## src/icache_config.svh

```systemverilog
`ifndef ICACHE_CONFIG_SVH
`define ICACHE_CONFIG_SVH

// byte address into instruction memory
`define ICACHE_ADDR_W 16

// 16 lines, one word each
`define ICACHE_INDEX_W 4

`define ICACHE_WORD_W 32

`define ICACHE_COUNT_W 16

// two low bits select the byte within a word
`define ICACHE_TAG_W (`ICACHE_ADDR_W - `ICACHE_INDEX_W - 2)

`endif
```

## src/icache_pkg.sv

```systemverilog
package icache_pkg;

    `include "icache_config.svh"

    typedef logic [`ICACHE_ADDR_W-1:0]  addr_t;
    typedef logic [`ICACHE_WORD_W-1:0]  word_t;
    typedef logic [`ICACHE_INDEX_W-1:0] index_t;
    typedef logic [`ICACHE_TAG_W-1:0]   tag_t;
    typedef logic [`ICACHE_COUNT_W-1:0] count_t;

    // latched request as seen by the store
    typedef struct packed {
        index_t index;
        tag_t   tag;
    } lookup_t;

    // refill of one line
    typedef struct packed {
        logic   we;
        index_t index;
        tag_t   tag;
        word_t  data;
    } line_wr_t;

    typedef enum logic [1:0] {ST_IDLE, ST_LOOKUP, ST_REFILL} ctrl_state_t;

endpackage

```

## src/icache_top.sv

```systemverilog
`timescale 1ns/1ps

module icache_top (
    input  logic               clk,
    input  logic               rst,
    input  logic               cpu_req_valid,
    input  icache_pkg::addr_t  cpu_req_addr,
    input  logic               flush,
    input  logic               mem_req_ready,
    input  icache_pkg::word_t  mem_rd_data,
    output logic               cpu_req_ready,
    output icache_pkg::word_t  cpu_rd_data,
    output logic               mem_req_valid,
    output icache_pkg::addr_t  mem_req_addr,
    output icache_pkg::count_t hit_count,
    output icache_pkg::count_t miss_count
);

    icache_pkg::lookup_t  lookup;
    icache_pkg::line_wr_t line_wr;
    icache_pkg::word_t    rd_data;
    logic                 hit;
    logic                 inv_all;
    logic                 hit_evt;
    logic                 miss_evt;

    icache_ctrl u_ctrl (
        .clk           (clk),
        .rst           (rst),
        .cpu_req_valid (cpu_req_valid),
        .cpu_req_addr  (cpu_req_addr),
        .flush         (flush),
        .hit           (hit),
        .rd_data       (rd_data),
        .mem_req_ready (mem_req_ready),
        .mem_rd_data   (mem_rd_data),
        .cpu_req_ready (cpu_req_ready),
        .cpu_rd_data   (cpu_rd_data),
        .mem_req_valid (mem_req_valid),
        .mem_req_addr  (mem_req_addr),
        .lookup        (lookup),
        .line_wr       (line_wr),
        .inv_all       (inv_all),
        .hit_evt       (hit_evt),
        .miss_evt      (miss_evt)
    );

    icache_store u_store (
        .clk     (clk),
        .rst     (rst),
        .lookup  (lookup),
        .line_wr (line_wr),
        .inv_all (inv_all),
        .hit     (hit),
        .rd_data (rd_data)
    );

    // event counts exposed for the fetch side
    access_counter u_counter (
        .clk        (clk),
        .rst        (rst),
        .hit_evt    (hit_evt),
        .miss_evt   (miss_evt),
        .hit_count  (hit_count),
        .miss_count (miss_count)
    );

endmodule

```

## src/access_counter.sv

```systemverilog
`timescale 1ns/1ps

module access_counter (
    input  logic               clk,
    input  logic               rst,
    input  logic               hit_evt,
    input  logic               miss_evt,
    output icache_pkg::count_t hit_count,
    output icache_pkg::count_t miss_count
);

    // sticks at all ones once full
    function automatic icache_pkg::count_t sat_inc(input icache_pkg::count_t cnt,
                                                   input logic evt);
        icache_pkg::count_t res;
        res = cnt;
        if (evt && (cnt != '1))
            res = cnt + 1'b1;
        return res;
    endfunction

    always_ff @(posedge clk)
    begin
        if (rst)
        begin
            hit_count  <= '0;
            miss_count <= '0;
        end
        else
        begin
            hit_count  <= sat_inc(hit_count, hit_evt);
            miss_count <= sat_inc(miss_count, miss_evt);
        end
    end

endmodule

```

## src/icache_store.sv

```systemverilog
`timescale 1ns/1ps
`include "icache_config.svh"

module icache_store (
    input  logic                 clk,
    input  logic                 rst,
    input  icache_pkg::lookup_t  lookup,
    input  icache_pkg::line_wr_t line_wr,
    input  logic                 inv_all,
    output logic                 hit,
    output icache_pkg::word_t    rd_data
);

    localparam int LINES = 1 << `ICACHE_INDEX_W;

    logic [LINES-1:0]   valid;
    icache_pkg::tag_t   tag_mem  [LINES];
    icache_pkg::word_t  data_mem [LINES];

    // valid bits, cleared on reset or flush
    always_ff @(posedge clk)
    begin
        if (rst || inv_all)
        begin
            valid <= '0;
        end
        else if (line_wr.we)
        begin
            valid[line_wr.index] <= 1'b1;
        end
    end

    // tag and data arrays
    always_ff @(posedge clk)
    begin
        if (line_wr.we)
        begin
            tag_mem[line_wr.index]  <= line_wr.tag;
            data_mem[line_wr.index] <= line_wr.data;
        end
    end

    // combinational compare on the latched request
    always_comb
    begin
        hit     = valid[lookup.index] && (tag_mem[lookup.index] == lookup.tag);
        rd_data = data_mem[lookup.index];
    end

endmodule

```

## src/icache_ctrl.sv

```systemverilog
`timescale 1ns/1ps
`include "icache_config.svh"

module icache_ctrl (
    input  logic                clk,
    input  logic                rst,
    input  logic                cpu_req_valid,
    input  icache_pkg::addr_t   cpu_req_addr,
    input  logic                flush,
    input  logic                hit,
    input  icache_pkg::word_t   rd_data,
    input  logic                mem_req_ready,
    input  icache_pkg::word_t   mem_rd_data,
    output logic                cpu_req_ready,
    output icache_pkg::word_t   cpu_rd_data,
    output logic                mem_req_valid,
    output icache_pkg::addr_t   mem_req_addr,
    output icache_pkg::lookup_t lookup,
    output icache_pkg::line_wr_t line_wr,
    output logic                inv_all,
    output logic                hit_evt,
    output logic                miss_evt
);

    icache_pkg::ctrl_state_t state;
    icache_pkg::ctrl_state_t state_nxt;
    icache_pkg::addr_t       req_addr;
    logic                    retry;
    logic                    accept;
    logic                    refill_done;

    // flush wins over a request in the same cycle
    assign inv_all     = (state == icache_pkg::ST_IDLE) && flush;
    assign accept      = (state == icache_pkg::ST_IDLE) && !flush && cpu_req_valid;
    assign refill_done = (state == icache_pkg::ST_REFILL) && mem_req_ready;

    assign lookup.index = req_addr[`ICACHE_INDEX_W+1:2];
    assign lookup.tag   = req_addr[`ICACHE_ADDR_W-1:`ICACHE_INDEX_W+2];

    assign cpu_req_ready = (state == icache_pkg::ST_LOOKUP) && hit;
    assign cpu_rd_data   = rd_data;

    // lookup after a refill is not a second event
    assign hit_evt  = cpu_req_ready && !retry;
    assign miss_evt = (state == icache_pkg::ST_LOOKUP) && !hit;

    assign line_wr.we    = refill_done;
    assign line_wr.index = lookup.index;
    assign line_wr.tag   = lookup.tag;
    assign line_wr.data  = mem_rd_data;

    always_comb
    begin
        state_nxt = state;
        case (state)
            icache_pkg::ST_IDLE:   if (accept) state_nxt = icache_pkg::ST_LOOKUP;
            icache_pkg::ST_LOOKUP: state_nxt = hit ? icache_pkg::ST_IDLE : icache_pkg::ST_REFILL;
            icache_pkg::ST_REFILL: if (mem_req_ready) state_nxt = icache_pkg::ST_LOOKUP;
            default:               state_nxt = icache_pkg::ST_IDLE;
        endcase
    end

    always_ff @(posedge clk)
    begin
        if (rst)
        begin
            state         <= icache_pkg::ST_IDLE;
            retry         <= 1'b0;
            mem_req_valid <= 1'b0;
        end
        else
        begin
            state <= state_nxt;
            if (accept)
                retry <= 1'b0;
            else if (refill_done)
                retry <= 1'b1;
            // held until memory answers
            if (miss_evt)
                mem_req_valid <= 1'b1;
            else if (refill_done)
                mem_req_valid <= 1'b0;
        end
    end

    always_ff @(posedge clk)
    begin
        if (accept)
            req_addr <= cpu_req_addr;
        if (miss_evt)
            mem_req_addr <= {req_addr[`ICACHE_ADDR_W-1:2], 2'b00};
    end

endmodule

```

## config.mk

```make
export PLATFORM = sky130hd
export DESIGN_NAME = icache_top
export DESIGN_NICKNAME = d
export VERILOG_FILES = /design/src/icache_pkg.sv /design/src/icache_top.sv /design/src/access_counter.sv /design/src/icache_store.sv /design/src/icache_ctrl.sv
export VERILOG_INCLUDE_DIRS = /design/src
export SDC_FILE = /design/constraint.sdc
export NUM_CORES = 1
export LEC_CHECK = 0
export BUFFER_PORTS_ARGS = -buffer_cell sky130_fd_sc_hd__buf_2
export CAP_MARGIN = 5
export CORE_MARGIN = 1
export CORE_UTILIZATION = 54
export DETAILED_ROUTE_END_ITERATION = 8
export GPL_ROUTABILITY_DRIVEN = 0
export GPL_TIMING_DRIVEN = 0
export PLACE_DENSITY = 0.71
export REMOVE_ABC_BUFFERS = 1
export SYNTH_ARGS = -nofsm -noshare
export SYNTH_HDL_FRONTEND = slang
export SYNTH_SLANG_ARGS = --single-unit
```

## constraint.sdc

```tcl
create_clock -name clk -period 6 [get_ports clk]
set_clock_uncertainty 0.2 [all_clocks]
set_input_delay 0.6 -clock clk [delete_from_list [all_inputs] [get_ports clk]]
set_output_delay 0.6 -clock clk [all_outputs]
set_load 0.005 [all_outputs]
```

==> flow_summary_export.csv, run 1 <==
group,metric,value,unit
grt,grt_max_degree,49,
floorplanning,rows,84,
timing,slew_headroom,22.80,%
finish,area_growth,16.52,%
setup_path,crit_top_cell,"buf_16",
worst_hold_path,min_path_type,"input port to flop",
clocking,ctsRootBufferMaster,"clkbuf_16",
grt,antenna_found_initial,2,
setup_path,crit_path_max_fanout,48,
timing,final_max_slew_viol_count,0,
outcome,failed_checks,"DRC",
detailed_routing,vias_per_cell,6.232,
synth,synthArstFlopShare,0,%
synth,synth_ff_type,"edfxtp_1",
clocking,clk_latency,610,ps
setup_path,worstSetupStartpointType,"flop",
floorplanning,core,52970,sq um
setup_path,worst_setup_path_end_kind,"output port",
worst_hold_path,min_path_cells,3,
setup_path,cp_slowest_cell,"dfxtp_4",
synth,synth_cells,1348,
grt,gr-total-overflow,0,
clocking,postCtsSetupRepairBufs,0,
timing,max_freq,212.9,MHz
detailed_routing,vias,14370,
finish,final_core_util,64.07,%
synth,ys_types,64,
floorplanning,initial_core_util,54.99,%
finish,diodes,0,
timing,finalSetupViolCount,0,
floorplanning,io_pins,135,
placed_design,io_buffer_count,130,
power_and_ir_drop,ir_drop,0.2715,mV
clocking,cts_tree,"built",
power_and_ir_drop,powerDensity,319.9,nW/um^2
synth,yosysWarningCount,0,
setup_path,critPathMaxStageDelay,670,ps
setup_path,r2r_cells,10,
timing,hold_viol_final,0,
finish,fin_cells,2305,
finish,nets,1612,
synth,avgSynthCellArea,21.61,sq um
timing,finalCriticalPeriod,4698,ps
setup_path,crit_type,"flop to output port",
flow_run,drv_cap,0,
placed_design,hpwlAfterDp,37070,um
detailed_routing,dr.pass1.iters,7,
clocking,cts-buffers-inserted,75,
detailed_routing,drtIter0Drc,1334,
synth,ys_top_cells_by_area,"edfxtp_1 (72%), mux4_2 (15%), dfxtp_1 (3.8%), mux2i_1 (0.96%), clkbuf_1 (0.49%)",
power_and_ir_drop,p_leak,11.03,nW
finish,finalInstanceArea,33940,sq um
synth,synth_most_common_cell,"edfxtp_1",
synth,yosysTopAreaCell,"edfxtp_1",
clocking,cts_buffer_depth,3,
timing,min_period_over_period,78.30,%
placed_design,dp.cells,2154,
setup_path,cp.arrival,3900,ps
setup_path,crit_chain,"buf_16 > buf_16 > mux4_2 > or2_1 > a22oi_2 > xor2_1 > nand3_1 > nor4_1 > buf_2",
synth,synth_top_area_share,72.16,%
timing,worst_pin_slew,1158,ps
synth,synth_top_cells_by_count,"edfxtp_1 (700), mux4_2 (191), dfxtp_1 (56), clkbuf_1 (38), nor2_1 (30)",
synth,ys_seq_elements,756,
setup_path,required,5200,ps
clocking,clock-sinks,756,
grt,grt_pass1_wl,91520,um
timing,hold_ws,131.5,ps
detailed_routing,drtAntennaViolNets,0,
clocking,clk_pin_slew,60,ps
grt,grt_pass1_vias,14430,
floorplanning,die_x,234.3,um
detailed_routing,routed_wl,61550,um
detailed_routing,drt-wirelength-per-cell,26.70,um
placed_design,place_area,31480,sq um
grt,grtUsageTotal,23.24,%
floorplanning,die_area,54870,sq um
power_and_ir_drop,fin_total_pwr,0.01086,W
detailed_routing,drc,4,
synth,synth_edf_count,700,
synth,syn_area,29130,sq um
timing,rsz0062_at_grt,"false",
synth,yosysSeqAreaShare,76.01,%
clocking,htree_num_levels,3,
finish,drive_above_1_share,32.47,%
outcome,status,"finished with violations",
floorplanning,die_h,234.3,um
==> critical path: cells and delay by family, from the launching register on <==
family / cells / cell delay [ps]
AO/OA/AOI/OAI: 1 / 180
XOR/XNOR: 1 / 260
buffers and inverters: 3 / 840
flip-flops: 1 / 670
multiplexers: 1 / 530
AND/OR/NAND/NOR: 3 / 760
==> registers in the layout (all words and copies together) (netlist names), named ones only <==
signal and count:
u_counter.hit_count 16, u_counter.miss_count 16, u_ctrl.mem_req_valid 1, u_store.tag_mem 160, u_ctrl.retry 1, u_ctrl.req_addr 14, u_ctrl.state 2, u_store.data_mem 512
u_store.valid 16, u_ctrl.mem_req_addr 14
==> per-layer routing <==
layer  vias up  routed length (um)  global-route usage (%)
met4         4                1273                   7.305
met5         -                  18                       0
li1       6139                   -                       -
met3       101                3483                   3.830
met1      7627               24810                   31.29
met2       494               31960                   39.11
==> what timing repair did <==
action                    in CTS  in global routing
gates resized for setup        0                  0
hold endpoints to repair      14                  0
hold buffers                  14                  0
==> metrics by stage <==
step / setup WS (ps) / setup TNS (ps)
6_report: 1302 / 0
3_3_place_gp: -6995 / -1194700
2_1_floorplan: -3334 / -232000
4_1_cts: 1170 / 0
5_1_grt: 924.3 / 0
3_5_place_dp: 1259 / 0
==> area by class of cell <==
class	instances	area [sq um]
well taps	688	860.8
fillers	3551	19030
multi-input cells	517	6735
clock buffers	91	1981
clock inverters	46	341.6
flip-flops and latches	756	22150
inverters	4	17.52
repair buffers	203	1849
==> worst paths after layout <==
path | endpoint | start | slack (ps)
setup / recovery | cpu_req_ready | flop | 1300
hold / removal | u_ctrl.state[1]$_SDFFE_PP0P_ | mem_req_ready | 130
setup reg to reg | u_ctrl.mem_req_addr[14]$_DFFE_PP_ | flop | 1300
hold reg to reg | u_store.valid[1]$_SDFFE_PP0P_ | u_store.valid[1]$_SDFFE_PP0P_ | 260
==> power breakdown <==
group          switching, W  leakage [nW]  total (W)  internal, W
Sequential        0.0000554          6.75    0.00582      0.00577
Clock               0.00193          1.15    0.00445      0.00253
Combinational      0.000283          3.13   0.000578     0.000296
Total               0.00226          11.0     0.0109      0.00859
==> logic make-up after synthesis <==
logic type / after synthesis / synth area share [%]
other: 1 / 0.01287
AND/OR/NAND/NOR: 173 / 3.475
buffers and inverters: 76 / 1.276
flip-flops: 756 / 76.01
multiplexers: 234 / 16.57
XOR/XNOR: 7 / 0.2363
adder cells (fa/ha/maj): 2 / 0.08590
AO/OA/AOI/OAI: 99 / 2.332
==> layout by cell type (no fill, tap or decap), drive strengths merged, types with 13 or more instances in the layout <==
master,netlist,routed
mux4,196,196
mux2i,28,28
dlygate4sd3,0,14
nor2,30,30
edfxtp,700,700
dfxtp,56,56
nand4,13,13
or3,13,13
and3,14,14
o21ai,14,14
nand2,21,21
buf,34,189
clkinv,0,38
a21oi,26,26
nand3,18,18
nor2b,13,13
clkbuf,38,91
o21a,17,17
No activity file was read; power rests on OpenSTA's default activity.
==> run 2: changes to the inputs <==
PLACE_DENSITY = 0.74   (was 0.71)
clock period = 4 ns   (was 6 ns; I/O delays follow)
==> flow_summary_export.csv, run 2 (synthesized netlist as in run 1, its figures left out) <==
group,metric,value,unit
outcome,status,"finished with violations",
outcome,failed_checks,"DRC",
setup_path,critPathMaxStageDelay,530,ps
detailed_routing,vias,15160,
timing,hold_viol_final,0,
floorplanning,initial_core_util,54.99,%
grt,grt_pass1_vias,15410,
timing,layout_setup_ws,64.07,ps
floorplanning,rows,84,
detailed_routing,wl_met3,4571,um
setup_path,cp.arrival,3340,ps
finish,area_growth,20.20,%
timing,min_period_over_period,98.40,%
power_and_ir_drop,swShare,21.08,%
setup_path,crit_type,"flop to output port",
detailed_routing,vias_per_cell,6.406,
setup_path,cp_slowest_cell,"mux4_2",
power_and_ir_drop,power_switching,0.003527,W
detailed_routing,routed.top_layer,"met5",
detailed_routing,dr_wl_met2,36430,um
finish,finalInstanceArea,35010,sq um
finish,largest_register_ffs,512,
detailed_routing,dr.pass1.iters,7,
worst_hold_path,min_path_type,"input port to flop",
setup_path,crit_top_cell,"buf_16",
timing,final.setup.tns,0,ps
clocking,htree_num_levels,3,
finish,top_regs,"u_store.data_mem x512, u_store.tag_mem x160",
finish,drive_above_1_share,33.77,%
power_and_ir_drop,p_seq_share,52.0,%
grt,grtUsageTotal,25.97,%
grt,gr-total-overflow,0,
clocking,clk_latency,610,ps
finish,multiInputGateArea,6814,sq um
finish,diodes,0,
floorplanning,core,52970,sq um
power_and_ir_drop,powerDensity,477.8,nW/um^2
placed_design,dp_slack,-1444,ps
timing,hold_ws,47.05,ps
finish,nets,1674,
setup_path,worst-path-buf-inv,5,
grt,antenna_found_initial,3,
floorplanning,io_pins,135,
floorplanning,die_h,234.3,um
finish,num-fill-cells,3285,
power_and_ir_drop,intPower,0.01320,W
setup_path,worstSetupStartpointType,"flop",
power_and_ir_drop,p_leak,11.56,nW
clocking,clock-sinks,756,
detailed_routing,drt-met1-wl,25670,um
setup_path,worst_setup_path_end_kind,"output port",
placed_design,io_buffer_count,130,
timing,finalCriticalPeriod,3936,ps
setup_path,crit_family,"multiplexers",
floorplanning,die_area,54870,sq um
power_and_ir_drop,p_clk_share,41.4,%
timing,slew_headroom,13.55,%
detailed_routing,routed_wl,69310,um
finish,final_core_util,66.10,%
setup_path,crit_chain,"buf_16 > buf_16 > buf_16 > mux4_2 > mux2i_2 > mux2i_2 > xnor2_2 > buf_4 > nand3_4 > nor4_2 > buf_2",
detailed_routing,drc,5,
timing,max_freq,254.1,MHz
finish,final_cell_mix,"edfxtp_1 (700), mux4_2 (191), buf_2 (130)",
placed_design,place_area,31460,sq um
timing,finalSetupViolCount,0,
clocking,ctsRootBufferMaster,"clkbuf_16",
grt,grt_pass1_wl,101300,um
timing,final_max_slew_viol_count,0,
finish,regArea,22160,sq um
worst_hold_path,holdCritStartpoint,"cpu_req_valid",
timing,worst_pin_slew,1297,ps
detailed_routing,drt-wirelength-per-cell,29.28,um
power_and_ir_drop,comb_power_share,6.6,%
finish,final_common_cell,"edfxtp_1",
grt,grt_max_degree,43,
setup_path,required,3400,ps
finish,largest_register,"u_store.data_mem",
detailed_routing,drtAntennaViolNets,0,
floorplanning,die_x,234.3,um
clocking,cts_buffer_depth,3,
detailed_routing,drtIter0Drc,1657,
clocking,cts_tree,"built",
flow_run,drv_cap,0,
power_and_ir_drop,ir_drop,0.3475,mV
clocking,cts-buffers-inserted,75,
setup_path,crit_path_max_fanout,14,
placed_design,hpwlAfterDp,37710,um
clocking,clk_pin_slew,60,ps
## run 2: cell types whose count changed in the layout (fill, tap and decap cells not counted), moves of 3 or more
cell / change
dlygate4sd3_1: +34
bufinv_16: +3
buf_16: +3
clkbuf_1: -3
xnor2_1: -3
buf_4: +11
bufbuf_16: +12
xnor2_2: +3
buf_8: -4
buf_6: +4
## run 2: metrics by stage
stage / std cells / power (W)
after global routing: 2367 / 0.01718
after CTS: 2363 / 0.01679
after detailed placement: 2152 / 0.009774
after floorplan: 1277 / 0.009515
after global placement: 2095 / 0.009900
final: 2367 / 0.01673
## run 2: timing repair
item                       CTS  global route
buffers inserted            13             4
gates cloned                13             0
hold endpoints to repair   532             0
hold buffers                48             0
pin swaps                    3             0
gates resized for setup      6             7
setup endpoints to repair   68            29
## run 2: per-layer routing
layer,vias up,track usage [%]
li1,6272,-
met1,7926,32.69
met2,767,45.17
met3,193,4.232
met4,6,10.27
met5,-,0
## run 2: worst paths after layout
kind                                      end  slack [ps]  cells past startpoint
max                             cpu_req_ready          60                     11
min              u_ctrl.state[0]$_SDFFE_PP0P_          50                      3
max reg2reg  u_ctrl.mem_req_addr[6]$_DFFE_PP_         100                     13
min reg2reg    u_store.valid[10]$_SDFFE_PP0P_         260                      1
## run 2: power by group through the flow
stage               registers [W]  logic [W]  clock network [W]
global placement          0.00903   0.000874                  0
floorplan                 0.00895   0.000563                  0
detailed placement        0.00891   0.000864                  0
global route              0.00871    0.00115            0.00732
CTS                       0.00871    0.00108            0.00700
finish                    0.00871    0.00110            0.00693
## run 2: cell type report
cell class	count	area share [%]
Clock buffer	87	5.611
Clock inverter	50	1.269
Inverter	4	0.06075
Multi-Input combinational cell	518	19.46
Sequential cell	756	63.28
Tap cell	688	2.459
Timing Repair Buffer	264	7.855
## run 2: worst register-to-register path: stages, from the launching register on
cell	delay, ps
dfxtp_4	370
buf_16	180
buf_16	180
buf_16	170
mux4_2	530
mux2i_2	230
mux2i_2	140
xnor2_2	160
buf_4	170
nand3_4	130
or4_4	620
nand2_1	240
clkinvlp_4	160
buf_12	170
==> run 3: changes to the inputs <==
SYNTH_HIERARCHICAL = 1   (was unset)
==> flow_summary_export.csv, run 3 <==
group,metric,value,unit
floorplanning,initial_core_util,54.79,%
floorplanning,io_pins,135,
timing,hold_viol_final,0,
setup_path,crit_family,"simple AND/OR/NAND/NOR gates",
detailed_routing,drtIter0Drc,1314,
synth,yosysTopAreaCell,"edfxtp_1",
finish,drive_above_1_share,38.08,%
setup_path,crit_start,"u_ctrl/req_addr[3]$_DFFE_PP_",
grt,grt_pass1_wl,98100,um
finish,largest_register,"u_store/data_mem",
synth,synth_most_common_cell,"edfxtp_1",
setup_path,crit_chain,"clkbuf_16 > buf_16 > buf_8 > mux4_2 > and4b_1 > nor4_2 > nand3_2 > nand4_1 > nor4_4 > buf_4 > nor3b_4 > nand3_2 > or3_4 > nor3_2 > mux2_2",
setup_path,required,4290,ps
clocking,htree_num_levels,3,
timing,layout_setup_ws,-222.5,ps
detailed_routing,vias,15160,
flow_run,drv_cap,0,
clocking,cts_buffer_depth,3,
synth,syn_area,29540,sq um
placed_design,hpwlAfterDp,38210,um
floorplanning,rows,85,
synth,avgSynthCellArea,21.18,sq um
timing,worst_pin_slew,1309,ps
detailed_routing,dr.pass1.iters,5,
power_and_ir_drop,ir_drop,0.3309,mV
floorplanning,core,53920,sq um
synth,synth_top_area_share,71.15,%
worst_hold_path,min_path_type,"input port to flop",
finish,final_cell_mix,"edfxtp_1 (700), mux4_2 (196), buf_2 (130)",
setup_path,crit_type,"flop to flop",
setup_path,timing.rr.start,"u_ctrl/req_addr[3]$_DFFE_PP_",
timing,finalSetupViolCount,22,
floorplanning,die_area,55650,sq um
power_and_ir_drop,p_leak,11.92,nW
setup_path,worst-path-buf-inv,4,
clocking,clock-sinks,752,
detailed_routing,drtAntennaViolNets,0,
floorplanning,die_h,235.9,um
floorplanning,die_x,235.9,um
clocking,ctsRootBufferMaster,"clkbuf_16",
placed_design,dp_slack,-1049,ps
finish,top_regs,"u_store/data_mem x512, u_store/tag_mem x160",
synth,ys_top_cells_by_area,"edfxtp_1 (71%), mux4_2 (15%), dfxtp_1 (3.5%), buf_4 (2.2%), mux2i_1 (1.2%)",
outcome,failed_checks,"setup timing",
synth,yosysWarningCount,6,
grt,grt_pass1_vias,15650,
finish,finalInstanceArea,35780,sq um
outcome,status,"finished with violations",
finish,largest_register_ffs,512,
clocking,cts-buffers-inserted,77,
timing,slew_headroom,12.42,%
clocking,clk_latency,620,ps
finish,nets,1708,
timing,final_max_slew_viol_count,0,
grt,grtUsageTotal,24.15,%
timing,min_period_over_period,105.6,%
power_and_ir_drop,fin_total_pwr,0.01632,W
synth,ys_types,70,
synth,synth_cells,1395,
grt,antenna_found_initial,0,
synth,synthArstFlopShare,0,%
timing,finalCriticalPeriod,4223,ps
synth,yosysSeqAreaShare,74.67,%
grt,grt_max_degree,43,
grt,gr-total-overflow,0,
timing,hold_ws,147.9,ps
synth,synth_edf_count,700,
setup_path,cp_slowest_cell,"mux4_2",
power_and_ir_drop,powerDensity,456.2,nW/um^2
setup_path,crit_top_cell,"nand3_2",
setup_path,worst_setup_path_end_kind,"flop",
finish,final_core_util,66.36,%
setup_path,critPathMaxStageDelay,540,ps
synth,synth_top_cells_by_count,"edfxtp_1 (700), mux4_2 (196), buf_4 (86), dfxtp_1 (52)",
clocking,clk_pin_slew,60,ps
detailed_routing,drc,0,
worst_hold_path,holdCritStartpoint,"cpu_req_valid",
setup_path,worstSetupStartpointType,"flop",
placed_design,place_area,32080,sq um
timing,max_freq,236.8,MHz
detailed_routing,routed_wl,66800,um
finish,final_common_cell,"edfxtp_1",
clocking,cts_tree,"built",
timing,rsz0062_at_grt,"true",
finish,num-fill-cells,3226,
synth,synth_ff_type,"edfxtp_1",
detailed_routing,vias_per_cell,6.284,
detailed_routing,drt-wirelength-per-cell,27.69,um
placed_design,io_buffer_count,130,
setup_path,cp.arrival,4520,ps
finish,area_growth,21.11,%
synth,ys_seq_elements,752,
setup_path,crit_path_max_fanout,6,
==> run 3: worst register-to-register path: stages, from the launching register on <==
cell	delay, ps
edfxtp_1	470
clkbuf_16	190
buf_16	120
buf_8	120
mux4_2	540
and4b_1	210
nor4_2	280
nand3_2	160
nand4_1	220
nor4_4	90
buf_4	160
nor3b_4	240
nand3_2	130
or3_4	460
nor3_2	180
mux2_2	340
==> run 3: cell type report <==
| cell class | instances | area [sq um] | area share (%) |
|---|---|---|---|
| diodes | 1 | 2.502 | 0.006994 |
| clock buffers | 92 | 2026 | 5.661 |
| clock inverters | 49 | 440.4 | 1.231 |
| inverters | 9 | 33.78 | 0.09442 |
| multi-input cells | 495 | 6963 | 19.46 |
| flip-flops and latches | 752 | 22060 | 61.66 |
| well taps | 696 | 870.8 | 2.434 |
| repair buffers | 318 | 3383 | 9.456 |
==> run 3: path summary, 6_finish.rpt <==
path	end	slack [ps]	depth (start not counted)
worst max-delay path	u_counter/miss_count[15]$_SDFFE_PP0P_	-220	15
worst min-delay path	u_ctrl/req_addr[6]$_DFFE_PP_	150	3
worst max register to register	u_counter/miss_count[15]$_SDFFE_PP0P_	-220	15
worst min register to register	u_store/valid[9]$_SDFFE_PP0P_	270	1
==> run 3: through the flow <==
step | setup TNS, ps | instances
finish | -2553 | 2412
global route | -4950 | 2411
floorplan | -3653910 | 1256
CTS | -2620 | 2387
detailed placement | -20330 | 2169
global placement | -7517280 | 2082
==> run 3: logic make-up (layout without fill, tap and decap cells) <==
| group | after synthesis | after routing | share of synthesized area (%) |
|---|---|---|---|
| muxes | 236 | 236 | 16.37 |
| AOI/OAI and AO/OA | 82 | 82 | 1.974 |
| xor gates and xnor gates | 9 | 9 | 0.2668 |
| buffers and inverters | 149 | 468 | 3.265 |
| and+or+nand+nor | 164 | 164 | 3.354 |
| other | 1 | 3 | 0.01269 |
| DFF | 752 | 752 | 74.67 |
| adders and majority gates | 2 | 2 | 0.08469 |
==> run 3: routing by layer <==
metal  global-route usage (%)  vias up  routed length, um  part of all wire [%]
met2                    39.78      717              33610                    50
li1                         -     6280                  -                     -
met4                    7.863        0               1844                   2.8
met3                    5.184      143               5022                   7.5
met5                        0        -                  0                     0
met1                    32.37     8017              26330                    39
==> run 3: repair_timing <==
item                                    in CTS  in global routing
buffers inserted                            28                 26
hold endpoints to repair                   531                  0
gates resized for setup                     39                 37
pin swaps                                   27                 18
endpoints found under the setup margin      49                 30
hold buffers                                50                  0
==> run 3: report_power, final <==
part | internal [W] | switching [W] | leakage [nW]
sequential | 0.00861 | 0.0000355 | 6.72
combinational | 0.000374 | 0.000342 | 3.99
clock | 0.00398 | 0.00299 | 1.22
total | 0.0130 | 0.00337 | 11.9
